## src/source/rv_decode_defines.svh

```systemverilog
`ifndef RV_DECODE_DEFINES_SVH
`define RV_DECODE_DEFINES_SVH

// Instruction and data width
`define RV_XLEN 32

// Default register placement in the decoder
// 1 stores the raw instruction fields, 0 stores the decoded groups
`define RV_DEC_PRE_REGISTER 1

// Lowest nonzero bit of a U-type immediate
`define RV_IMM_U_LSB 12

`endif

```

## src/source/rv_decode_pkg.sv

```systemverilog
`include "rv_decode_defines.svh"

package rv_decode_pkg;

   // Instruction word without bits 1:0, which are always 2'b11
   typedef logic [`RV_XLEN-1:2] instr_t;

   // Major opcode, instruction bits 6:2
   typedef logic [4:0] opcode_t;

   typedef logic [2:0] funct3_t;

   // Address of the CSRs kept outside the CSR block
   typedef logic [1:0] csr_addr_t;

   // Immediate decoder format select and group shift enables
   typedef logic [3:0] immdec_t;

   typedef struct packed {
      logic    sh_right;
      logic    bne_or_bge;
      logic    cond_branch;
      logic    e_op;
      logic    ebreak;
      logic    branch_op;
      logic    mem_op;
      logic    shift_op;
      logic    slt_op;
      logic    rd_op;
      logic    mdu_op;
      funct3_t mdu_opcode;
   } dec_state_t;

   typedef struct packed {
      logic rs1_en;
      logic imm_en;
      logic clr_lsb;
      logic sh_signed;
   } dec_bufreg_t;

   typedef struct packed {
      logic jal_or_jalr;
      logic utype;
      logic pc_rel;
      logic mret;
   } dec_ctrl_t;

   // rd_sel is one-hot, bit 0 add, bit 1 slt, bit 2 bool
   typedef struct packed {
      logic       sub;
      logic [1:0] bool_op;
      logic       cmp_eq;
      logic       cmp_sig;
      logic [2:0] rd_sel;
   } dec_alu_t;

   // is_signed selects sign extension of loaded data
   typedef struct packed {
      logic is_signed;
      logic word;
      logic half;
      logic cmd;
   } dec_mem_t;

   typedef struct packed {
      logic       en;
      csr_addr_t  addr;
      logic       mstatus_en;
      logic       mie_en;
      logic       mcause_en;
      logic [1:0] source;
      logic       d_sel;
      logic       imm_en;
   } dec_csr_t;

   typedef struct packed {
      immdec_t immdec_ctrl;
      immdec_t immdec_en;
      logic    op_b_source;
      logic    rd_csr_en;
      logic    rd_alu_en;
   } dec_misc_t;

endpackage

```

## src/source/rv_decoder.sv

```systemverilog
`timescale 1ns/1ps
`include "rv_decode_defines.svh"

module rv_decoder
   import rv_decode_pkg::*;
#(
   parameter bit PRE_REGISTER = `RV_DEC_PRE_REGISTER
) (
   input  logic        clk,
   input  logic        i_arst_n,
   input  logic        i_wb_en,
   input  instr_t      i_wb_rdt,
   output dec_state_t  o_state,
   output dec_bufreg_t o_bufreg,
   output dec_ctrl_t   o_ctrl,
   output dec_alu_t    o_alu,
   output dec_mem_t    o_mem,
   output dec_csr_t    o_csr,
   output dec_misc_t   o_misc
);

   localparam opcode_t OPC_OP = 5'b01100;

   // Instruction bits that the decode depends on
   typedef struct packed {
      opcode_t opcode;
      funct3_t funct3;
      logic    op20;
      logic    op21;
      logic    op22;
      logic    op26;
      logic    imm25;
      logic    imm30;
   } fields_t;

   typedef struct packed {
      dec_state_t  state;
      dec_bufreg_t bufreg;
      dec_ctrl_t   ctrl;
      dec_alu_t    alu;
      dec_mem_t    mem;
      dec_csr_t    csr;
      dec_misc_t   misc;
   } dec_groups_t;

   function automatic dec_groups_t decode(input fields_t f);
      logic        sys;
      logic        op_or_opimm;
      logic        csr_op;
      logic        csr_valid;
      logic        f3_zero;
      opcode_t     op;
      dec_groups_t d;

      op          = f.opcode;
      sys         = op[4] & op[2];
      op_or_opimm = !op[4] & op[2] & !op[0];
      f3_zero     = (f.funct3 == 3'b000);
      // CSR accesses only, funct3 zero is mret, ecall or ebreak
      csr_op      = sys & !f3_zero;
      // Externally stored CSRs: mtvec, mscratch, mepc, mtval
      csr_valid   = f.op20 | (f.op26 & !f.op21);

      // Execution state
      d.state.sh_right    = f.funct3[2];
      d.state.bne_or_bge  = f.funct3[0];
      d.state.cond_branch = !op[0];
      d.state.e_op        = sys & !f.op21 & f3_zero;
      d.state.ebreak      = f.op20;
      d.state.branch_op   = op[4] & !op[2];
      d.state.mem_op      = !op[4] & !op[2] & !op[0];
      d.state.shift_op    = op_or_opimm & (f.funct3[1:0] == 2'b01);
      d.state.slt_op      = op_or_opimm & (f.funct3[2:1] == 2'b01);
      // No rd write for STORE and BRANCH
      d.state.rd_op       = op[2] | (op[4] & op[0]) | (!op[3] & !op[0]);
      d.state.mdu_op      = (op == OPC_OP) & f.imm25;
      d.state.mdu_opcode  = f.funct3;

      // Buffer register, rs1 for JALR, memory and shifts
      d.bufreg.rs1_en    = !op[4] | (!op[1] & op[0]);
      d.bufreg.imm_en    = !op[2];
      d.bufreg.clr_lsb   = op[4] & ((op[1:0] == 2'b00) | (op[1:0] == 2'b11));
      d.bufreg.sh_signed = f.imm30;

      // Program counter
      d.ctrl.jal_or_jalr = op[4] & op[0];
      d.ctrl.utype       = !op[4] & op[2] & op[0];
      d.ctrl.pc_rel      = (op[2:0] == 3'b000) | (op[1:0] == 2'b11) | (op[4:3] == 2'b00);
      d.ctrl.mret        = sys & f.op21 & f3_zero;

      // Subtract for branches, compares and SUB
      d.alu.sub     = f.funct3[1] | f.funct3[0] | (op[3] & f.imm30) | op[4];
      d.alu.bool_op = f.funct3[1:0];
      d.alu.cmp_eq  = (f.funct3[2:1] == 2'b00);
      d.alu.cmp_sig = !((f.funct3[0] & f.funct3[1]) | (f.funct3[1] & f.funct3[2]));
      d.alu.rd_sel  = {f.funct3[2], (f.funct3[2:1] == 2'b01), f3_zero};

      d.mem.is_signed = !f.funct3[2];
      d.mem.word      = d.state.mdu_op | f.funct3[1];
      d.mem.half      = f.funct3[0];
      d.mem.cmd       = op[3];

      d.csr.en         = csr_op & csr_valid;
      d.csr.addr       = {f.op26 & f.op20, !f.op26 | f.op21};
      d.csr.mstatus_en = csr_op & !f.op26 & !f.op22;
      d.csr.mie_en     = csr_op & !f.op26 & f.op22 & !f.op20;
      d.csr.mcause_en  = csr_op & f.op21 & !f.op20;
      d.csr.source     = f.funct3[1:0];
      d.csr.d_sel      = f.funct3[2];
      d.csr.imm_en     = sys & f.funct3[2];

      // Immediate format select
      // Bit 0 S or B, bit 1 I S B, bit 2 B, bit 3 upper opcode half
      d.misc.immdec_ctrl[0] = (op[3:0] == 4'b1000);
      d.misc.immdec_ctrl[1] = (op[1:0] == 2'b00) | (op[2:1] == 2'b00);
      d.misc.immdec_ctrl[2] = op[4] & !op[0];
      d.misc.immdec_ctrl[3] = op[4];

      // Shift enables for the immediate field groups
      // 30:25 always, 24:20 for I J U, 19:12 for J U, 11:7 for S B
      d.misc.immdec_en[3] = op[4] | op[3] | op[2] | !op[0];
      d.misc.immdec_en[2] = (op[4] & op[2]) | !op[3] | op[0];
      d.misc.immdec_en[1] = (op[2:1] == 2'b01) | (op[2] & op[0]) | d.csr.imm_en;
      d.misc.immdec_en[0] = !d.state.rd_op;

      // Operand b from rs2 for OP and BRANCH
      d.misc.op_b_source = op[3];
      d.misc.rd_csr_en   = csr_op;
      d.misc.rd_alu_en   = op_or_opimm & !d.state.mdu_op;

      return d;
   endfunction

   fields_t     wb_fields;
   dec_groups_t groups;

   always_comb begin
      wb_fields.opcode = i_wb_rdt[6:2];
      wb_fields.funct3 = i_wb_rdt[14:12];
      wb_fields.op20   = i_wb_rdt[20];
      wb_fields.op21   = i_wb_rdt[21];
      wb_fields.op22   = i_wb_rdt[22];
      wb_fields.op26   = i_wb_rdt[26];
      wb_fields.imm25  = i_wb_rdt[25];
      wb_fields.imm30  = i_wb_rdt[30];
   end

   generate
      if (PRE_REGISTER) begin : g_pre_reg
         fields_t fields_q;

         // Raw fields captured on load, decode runs after the register
         always_ff @(posedge clk or negedge i_arst_n) begin
            if (!i_arst_n) begin
               fields_q <= '0;
            end else if (i_wb_en) begin
               fields_q <= wb_fields;
            end
         end

         assign groups = decode(fields_q);
      end else begin : g_post_reg
         localparam fields_t ZERO_FIELDS = '0;

         // Decode ahead of the register, reset to the decode of a zero word
         always_ff @(posedge clk or negedge i_arst_n) begin
            if (!i_arst_n) begin
               groups <= decode(ZERO_FIELDS);
            end else if (i_wb_en) begin
               groups <= decode(wb_fields);
            end
         end
      end
   endgenerate

   assign o_state  = groups.state;
   assign o_bufreg = groups.bufreg;
   assign o_ctrl   = groups.ctrl;
   assign o_alu    = groups.alu;
   assign o_mem    = groups.mem;
   assign o_csr    = groups.csr;
   assign o_misc   = groups.misc;

   // The internally stored CSRs are selected by at most one enable
   a_csr_onehot: assert property (@(posedge clk) disable iff (!i_arst_n)
      $onehot0({o_csr.mstatus_en, o_csr.mie_en, o_csr.mcause_en}))
      else $error("rv_decoder: more than one internal CSR enable at %0t", $time);

endmodule

```

## src/source/rv_immdec.sv

```systemverilog
`timescale 1ns/1ps
`include "rv_decode_defines.svh"

module rv_immdec
   import rv_decode_pkg::*;
(
   input  logic    clk,
   input  logic    i_arst_n,
   input  logic    i_wb_en,
   input  instr_t  i_wb_rdt,
   input  logic    i_cnt_en,
   input  immdec_t i_immdec_ctrl,
   input  immdec_t i_immdec_en,
   output logic    o_imm
);

   localparam int CNT_W = $clog2(`RV_XLEN);

   // Immediate field groups, LSB of each group shifts out first
   logic             imm31;
   logic [5:0]       imm30_25;
   logic [4:0]       imm24_20;
   logic [4:0]       imm11_7;
   logic [8:0]       imm19_12_20;
   logic             imm7;
   logic [CNT_W-1:0] bit_idx;

   logic fmt_sb;
   logic fmt_b;
   logic fmt_j;
   logic fmt_u;
   logic u_wait;
   logic lead_zero;
   logic shift;
   logic feed_30_25;
   logic feed_19_12;

   // Format from the decoder select bits
   assign fmt_sb = i_immdec_ctrl[0];
   assign fmt_b  = i_immdec_ctrl[0] & i_immdec_ctrl[2];
   assign fmt_j  = !i_immdec_ctrl[1] & i_immdec_ctrl[3];
   assign fmt_u  = !i_immdec_ctrl[1] & !i_immdec_ctrl[3];

   // U holds its groups until the twelve low zero bits have gone out
   assign u_wait    = fmt_u & (bit_idx < CNT_W'(`RV_IMM_U_LSB));
   // B and J immediates have a zero LSB
   assign lead_zero = u_wait | ((fmt_b | fmt_j) & (bit_idx == '0));
   assign shift     = i_cnt_en & !u_wait;

   // Bit 11 comes from bit 7 in B and from bit 20 in J, then 19:12 in J
   assign feed_30_25 = fmt_b ? imm7 : (fmt_j ? imm19_12_20[0] : imm31);
   // J pulls sign into 19:12, U pulls 24:20 in above bit 19
   assign feed_19_12 = i_immdec_ctrl[3] ? imm31 : imm24_20[0];

   always_ff @(posedge clk or negedge i_arst_n) begin
      if (!i_arst_n) begin
         imm31       <= 1'b0;
         imm30_25    <= '0;
         imm24_20    <= '0;
         imm11_7     <= '0;
         imm19_12_20 <= '0;
         imm7        <= 1'b0;
         bit_idx     <= '0;
      end else if (i_wb_en) begin
         imm31       <= i_wb_rdt[31];
         imm30_25    <= i_wb_rdt[30:25];
         imm24_20    <= i_wb_rdt[24:20];
         imm11_7     <= i_wb_rdt[11:7];
         imm19_12_20 <= {i_wb_rdt[19:12], i_wb_rdt[20]};
         imm7        <= i_wb_rdt[7];
         bit_idx     <= '0;
      end else if (i_cnt_en) begin
         bit_idx <= bit_idx + CNT_W'(1);
         if (shift) begin
            imm7 <= imm31;
            if (i_immdec_en[3]) begin
               imm30_25 <= {feed_30_25, imm30_25[5:1]};
            end
            if (i_immdec_en[2]) begin
               imm24_20 <= {imm30_25[0], imm24_20[4:1]};
            end
            if (i_immdec_en[1]) begin
               imm19_12_20 <= {feed_19_12, imm19_12_20[8:1]};
            end
            if (i_immdec_en[0]) begin
               imm11_7 <= {imm30_25[0], imm11_7[4:1]};
            end
         end
      end
   end

   // Output tap by format, sign fills in from the top of the chain
   always_comb begin
      if (lead_zero) begin
         o_imm = 1'b0;
      end else if (fmt_u) begin
         o_imm = imm19_12_20[1];
      end else if (fmt_sb) begin
         o_imm = imm11_7[0];
      end else begin
         o_imm = imm24_20[0];
      end
   end

   // Fetch and execute never overlap
   a_no_load_shift: assert property (@(posedge clk) disable iff (!i_arst_n)
      !(i_wb_en && i_cnt_en))
      else $error("rv_immdec: load and shift in the same cycle at %0t", $time);

endmodule

```

## src/source/rv_decode_top.sv

```systemverilog
`timescale 1ns/1ps
`include "rv_decode_defines.svh"

module rv_decode_top
   import rv_decode_pkg::*;
#(
   parameter bit PRE_REGISTER = `RV_DEC_PRE_REGISTER
) (
   input  logic        clk,
   input  logic        i_arst_n,
   // New instruction strobe and word
   input  logic        i_wb_en,
   input  instr_t      i_wb_rdt,
   // Serial immediate shift
   input  logic        i_cnt_en,
   output dec_state_t  o_state,
   output dec_bufreg_t o_bufreg,
   output dec_ctrl_t   o_ctrl,
   output dec_alu_t    o_alu,
   output dec_mem_t    o_mem,
   output dec_csr_t    o_csr,
   output dec_misc_t   o_misc,
   output logic        o_imm
);

   rv_decoder #(
      .PRE_REGISTER (PRE_REGISTER)
   ) decoder_i (
      .clk      (clk),
      .i_arst_n (i_arst_n),
      .i_wb_en  (i_wb_en),
      .i_wb_rdt (i_wb_rdt),
      .o_state  (o_state),
      .o_bufreg (o_bufreg),
      .o_ctrl   (o_ctrl),
      .o_alu    (o_alu),
      .o_mem    (o_mem),
      .o_csr    (o_csr),
      .o_misc   (o_misc)
   );

   // Format select and group enables come from the decoded word
   rv_immdec immdec_i (
      .clk           (clk),
      .i_arst_n      (i_arst_n),
      .i_wb_en       (i_wb_en),
      .i_wb_rdt      (i_wb_rdt),
      .i_cnt_en      (i_cnt_en),
      .i_immdec_ctrl (o_misc.immdec_ctrl),
      .i_immdec_en   (o_misc.immdec_en),
      .o_imm         (o_imm)
   );

endmodule

```

## config.mk

```make
export PLATFORM = sky130hd
export DESIGN_NAME = rv_decode_top
export DESIGN_NICKNAME = d
export VERILOG_FILES = /design/src/source/rv_decode_pkg.sv /design/src/source/rv_decoder.sv /design/src/source/rv_immdec.sv /design/src/source/rv_decode_top.sv
export VERILOG_INCLUDE_DIRS = /design/src /design/src/source
export SDC_FILE = /design/constraint.sdc
export NUM_CORES = 1
export LEC_CHECK = 0
export BUFFER_PORTS_ARGS = -buffer_cell sky130_fd_sc_hd__buf_2
export CORE_ASPECT_RATIO = 0.75
export CORE_UTILIZATION = 50
export CTS_CLUSTER_DIAMETER = 30
export DETAILED_ROUTE_END_ITERATION = 12
export GPL_TIMING_DRIVEN = 0
export HOLD_SLACK_MARGIN = 0.06
export PLACE_DENSITY = 0.82
export SYNTH_ARGS = -nofsm -noshare
export SYNTH_HDL_FRONTEND = slang
export SYNTH_SLANG_ARGS = --single-unit
export TNS_END_PERCENT = 5
```

## constraint.sdc

```tcl
create_clock -name clk -period 2.4 [get_ports clk]
set_input_delay 0.48 -clock clk [delete_from_list [all_inputs] [get_ports clk]]
set_output_delay 0.48 -clock clk [all_outputs]
set_load 0.01 [all_outputs]
```

; ---- After elaboration in Yosys (flattened, before gate mapping)
; Cells that the tools add are included.
[totals]
register_bits = 46
latch_bits = 0
ramBits = 0
mem_bits_ro = 0
in_bits = 34
out_inout_bits = 56
elab_cells = 148
mem_count = 0
[op_classes]
n_addsub = 1
multipliers = 0
div = 0
n_lt_le_gt_ge = 1
n_eq_ne = 7
shifts = 0
muxes = 27
bitwise_logic = 64
reduce_logical = 33
[op_table]
columns = cell, n
row1 = $mux W5, 10
row2 = $and A1 B1 Y1, 41
row3 = $mux W9, 4
row4 = $mux W6, 4
row5 = $or A1 B1 Y1, 23
row6 = $logic_not A1 Y1, 16
row7 = $reduce_and A3 Y1, 4
row8 = $reduce_bool A2 Y1, 5
row9 = $mux W1, 9
row10 = $logic_not A2 Y1, 4
row11 = $eq A2 B1 Y1 const B, 3
row12 = $logic_not A3 Y1, 2
row13 = $add A5 B1 Y5 const B, 1
row14 = $eq A5 B4 Y1 const B, 1
row15 = $logic_not A5 Y1, 1
row16 = $lt A5 B4 Y1 const B, 1
row17 = $eq A4 B4 Y1 const B, 1
row18 = $eq A2 B2 Y1 const B, 1
row19 = $ne A2 B2 Y1 const B, 1
row20 = $reduce_and A2 Y1, 1

; ---- Depth between registers and ports, before layout
[logic_depth]
word_depth = 10
mapped_depth = 7
depth_no_buf = 7

; ---- Modules after synthesis
; A second synthesis with hierarchy kept.
[hier_totals]
cells_unflattened = 253
area_unflattened_um2 = 2665.1
[modules_own_cells]
columns = mod, instances, cells_each, area_per_inst_um2, seq_area_each_um2
row1 = rv_immdec, 1, 144, 1664.1, 800.8
row2 = rv_decoder, 1, 109, 1001.0, 350.3

; ---- Worst setup path after synthesis
; No wires, ideal clock.
[synth_path]
kind = register to output
startpoint = register decoder_i.g_pre_reg.fields_q[9] (netlist name)
endpoint = output o_imm
arrival_time_ns = 1.761
required_ns = 1.920
path_slack_ns = 0.159
stages_incl_launch_ff = 7
path_buffers = 0
path_cell_list = dfrtp_1 inv_2 ha_1 o21bai_1 o21ai_0 a32o_1 a21oi_1
[synth_lines]
columns = element, line
row1 = "start, declared", rv_decoder.sv:150  ; fields_t fields_q;
row2 = "start signal, assigned", rv_decoder.sv:157  ; fields_q <= wb_fields;
row3 = "end, declared", rv_decode_top.sv:23  ; output logic o_imm

; ---- Worst setup path in the final report
[layout_path]
startpoint = register decoder_i.g_pre_reg.fields_q[9] (netlist name)
endpoint = output o_imm
[layout_between]
elab_chain_cells = 8
word_cells_on_any_way = 16
classes_between = eq/ne: 1 / mux: 3 / bitwise: 9 / reduce/logical: 3
[layout_lines]
columns = element, line
row1 = $logic_not A2 Y1, rv_decoder.sv:115  ; d.misc.immdec_ctrl[1] = (op[1:0] == 2'b00) | (op[2:1] == 2'b00);
row2 = $or A1 B1 Y1, rv_decoder.sv:115
row3 = $logic_not A1 Y1, "rv_immdec.sv:41, rv_immdec.sv:42"
row4 = $and A1 B1 Y1, rv_immdec.sv:41  ; assign fmt_j = !i_immdec_ctrl[1] & i_immdec_ctrl[3];
row5 = $or A1 B1 Y1, rv_immdec.sv:47  ; assign lead_zero = u_wait | ((fmt_b | fmt_j) & (bit_idx == '0));
row6 = $and A1 B1 Y1, rv_immdec.sv:47
row7 = $or A1 B1 Y1, rv_immdec.sv:47
row8 = $mux W1 (*), rv_immdec.sv:94  ; if (lead_zero) begin
; Every way passes the cells marked *; elsewhere a longest branch is shown, timed or not.

==> impl_metrics.tcl <==
set metrics [dict create \
    outcome "finished clean" \
    initial_antenna_violation_count 0 \
    cts_htree_levels 2 \
    synth_enable_flop_cells 0 \
    port-buffer-count 87 \
    final_antenna_net_count 0 \
    timing.final.setup_violations 0 \
    postSynthAreaPerCell_sq_um 9.00 \
    core_region_area_sq_um 4980 \
    synthFlopType "dfrtp_1" \
    whs_ns 0.350 \
    cpPeakStageDelay_ns 0.44 \
    slew_viol_final 0 \
    transition_time_at_the_pin_with_the_least_slew_margin_ns 1.03 \
    diodes 0 \
    share_comb_of_total_power_pct 27.6 \
    routed_wire_length_per_instance_um 14.8 \
    detail_route.drc_violations 0 \
    dp_hpwl_um 5030 \
    worstPathCellList "inv_4 > ha_4 > nand3b_1 > inv_2 > mux2_2 > mux2i_1 > a21oi_1 > buf_2" \
    tritoncts_clock_tree "yes" \
    finalWorstSetupSlack_ns 0.0496 \
    grt.total_usage_pct 25.5 \
    synth.largest_area_cell "dfrtp_1" \
    post-route-min-period_ns 2.35 \
    multi_input_comb_area_sq_um 1250 \
    drt_pre_antenna_iters 5 \
    ir_drop_v 0.000397 \
    synth_seq_cells 46 \
    cpMaxStageDelayCell "dfrtp_2" \
    sw_frac_of_total_pct 31.6 \
    syn_inst 294 \
    clockBufferDepth 2 \
    initialDrtViolationCount 194 \
    initial_utilization_pct 53.1 \
    static-leakage-power_nw 1.69 \
    worstPathRequired_ns 1.92 \
    final_layout_size_suffix_gt1_share_pct 36.9 \
    grt_first_pass_wirelength_um 11000 \
    postSynth.asyncResetShare_pct 100 \
    synth-warning-count 0 \
    postCtsHoldBufs 0 \
    final.setup_skew_ns 0.00469 \
    synth.cell_area_sq_um 2650 \
    crit_path_start_kind "flop" \
    viasPerCell 5.38 \
    fin_nets 431 \
    chipWidth_um 86.0 \
    synth_nets 333 \
    power_per_cell_area_nw_per_um2 628 \
    totalNegativeSetupSlack_ns 0 \
    gr-total-overflow 0 \
    cts-buffers-inserted 5 \
    via_count_of_the_first_global_routing_pass 2229 \
    max_slew_margin_pct 31.2 \
    pwr-share-clk_pct 28.0 \
    cells_taking_the_most_area_after_synthesis "dfrtp_1, o21ai_0, buf_4" \
    final.fill_count 425 \
    maximum_number_of_pins_on_one_net_before_global_route_repair 47 \
    worstPathMaxFanout 6 \
    net-switching-power_w 0.000666 \
    period_share_pct 97.9 \
    finish.cell_count_without_fillers 465 \
    min-delay-path-class "in2async" \
    cp-end-kind "output pin" \
    placementRows 22 \
    clock-root-buffer "clkbuf_8" \
    top_level_ports 90 \
    max_freq_mhz 425 \
    cap_violations 0 \
    via_count 2503 \
    final-seq-area_sq_um 1150 \
    gpl.final_weighted_congestion 0.872 \
    place_ws_ns -0.110 \
    routed_wl_um 6870 \
    power.internal_w 0.00144 \
    worst-endpoint-arrival_ns 1.87 \
    finalHoldViolations 0 \
    cts.reportedPaths.clkPinSlew_ns 0.09 \
    p_seq_share_pct 44.3 \
    clk-insertion-delay-late_ns 0.30 \
    cts.sink_count 46 \
    unrepaired_setup_endpoints_after_global_routing "true" \
    floorplan_die_area_sq_um 5590 \
    synthDominantCellAreaShare_pct 43.5 \
    ys_seq_area_share_pct 43.5 \
    synth_cell_types 48 \
    die_h_um 65.0 \
    post-place-cells 453 \
    category_of_the_most_critical_setup_path "reg2out" \
    area_growth_pct 26.8 \
]
## area by class of cell
class                      instances  share of cell area, %
buffer                            28                   5.26
clock buffer                       5                   2.05
clock inverter                     3                   1.34
inverter                          24                   2.76
multi-input combinational        195                   37.4
sequential                        46                   34.4
tap                               72                   2.69
timing repair buffer              92                   14.1
## power by group through the flow
stage                     Clock [W]  Combinational (W)  Sequential [W]
after floorplan                   0           0.000369        0.000925
after global placement            0           0.000543        0.000943
after detailed placement          0           0.000553        0.000950
after CTS                  0.000595           0.000580        0.000933
after global routing       0.000629           0.000638        0.000947
final                      0.000591           0.000582        0.000935
## Yosys cell counts, types with 2 or more instances
master      n
xnor2_1     2
nor3_1     10
and2_1      2
nand2_1    26
clkbuf_1    9
a21oi_1     8
mux2_2      7
inv_2       3
and3_1      2
a221oi_1    2
o21ai_0    29
xor2_1      2
buf_4      17
nand3_1    17
nand2b_1    3
buf_2       2
inv_1      21
nor2b_1     8
ha_1        5
dfrtp_1    46
mux2_4      4
mux2i_1     9
a2bb2oi_1   4
nor2_1     22
nand4_1     3
o21a_1      2
a31oi_1     7
o21ai_1     2
## final timing paths
kind / startpoint / endpoint / slack (ns) / cells after the start
setup / recovery: decoder_i.g_pre_reg.fields_q[9] / o_imm / 0.05 / 8
hold / removal: i_arst_n / immdec_i.imm30_25[3] / 0.35 / 1
setup reg to reg: decoder_i.g_pre_reg.fields_q[9] / immdec_i.imm30_25[1] / 0.52 / 5
hold reg to reg: immdec_i.imm30_25[3] / immdec_i.imm30_25[3] / 0.53 / 1
max in group asynchronous: i_arst_n / decoder_i.o_misc[10] / 1.34 / 1
min in group clk: i_wb_rdt[0] / decoder_i.g_pre_reg.fields_q[9] / 0.38 / 3
## cell families after synthesis
group                    count (synthesis)  synth area share [%]
AO/OA/AOI/OAI                           65                  15.6
XOR/XNOR                                 4                  1.32
adder cells (fa/ha/maj)                  5                  2.36
buffers and inverters                   53                  10.0
flip-flops                              46                  43.5
multiplexers                            20                  8.65
AND/OR/NAND/NOR                        101                  18.5
## sequential cells by signal (all words and copies together) (netlist names)
register / count
immdec_i.imm31: 1
immdec_i.imm30_25: 6
immdec_i.bit_idx: 5
decoder_i.o_alu: 3
immdec_i.imm24_20: 5
immdec_i.imm19_12_20: 9
immdec_i.imm7: 1
decoder_i.o_bufreg: 1
decoder_i.o_state: 1
decoder_i.g_pre_reg.fields_q: 7
decoder_i.o_mem: 1
decoder_i.o_misc: 1
immdec_i.imm11_7: 5
## worst max-delay path, delay by kind of cell, from the launching register on
kind | cells | cell delay (ns)
flops | 1 | 0.44
mux | 2 | 0.45
compound gates | 1 | 0.06
fa+ha+maj | 1 | 0.16
simple gates | 1 | 0.14
buf+inv | 3 | 0.32
## routing by layer
layer  up-vias  share of wire (%)  GRT usage (%)
met2       129                 44           40.1
met4         0                1.7           7.50
met3        13                8.2           4.71
met1      1164                 47           35.9
met5         -                  0              0
li1       1197                  -              -
## repair_timing
action / CTS / global route
resized for setup: 9 / 4
setup buffers: 4 / 1
endpoints found under the setup margin: 2 / 3
pin swaps: 0 / 1
## stage by stage
step                      utilization (%)  cell area, sq um  total power [W]
after floorplan                         -              2650          0.00129
after global placement               63.7              3170          0.00149
after detailed placement             63.7              3170          0.00150
after CTS                            67.2              3350          0.00211
after global routing                 67.3              3350          0.00221
final                                67.3              3350          0.00211
## cell usage in the layout, fill, tap and decap left out, drive strengths merged, types with 2 or more instances in the layout
| cell | synthesis | final |
|---|---|---|
| clkinvlp | 0 | 2 |
| clkbuf | 9 | 13 |
| nor2 | 22 | 22 |
| nand4 | 3 | 3 |
| inv | 24 | 24 |
| nand2 | 26 | 26 |
| a21o | 2 | 2 |
| and2 | 2 | 2 |
| o21a | 2 | 2 |
| nand3 | 17 | 17 |
| ha | 5 | 5 |
| nand2b | 4 | 4 |
| xnor2 | 2 | 2 |
| buf | 20 | 112 |
| xor2 | 2 | 2 |
| a221oi | 2 | 2 |
| and3 | 2 | 2 |
| a21oi | 8 | 8 |
| a2bb2oi | 4 | 4 |
| dfrtp | 46 | 46 |
| o21ai | 31 | 31 |
| a31oi | 7 | 7 |
| nor2b | 8 | 8 |
| nor3 | 10 | 10 |
| mux2 | 11 | 11 |
| mux2i | 9 | 9 |
Power figures use the tool's default switching activity.
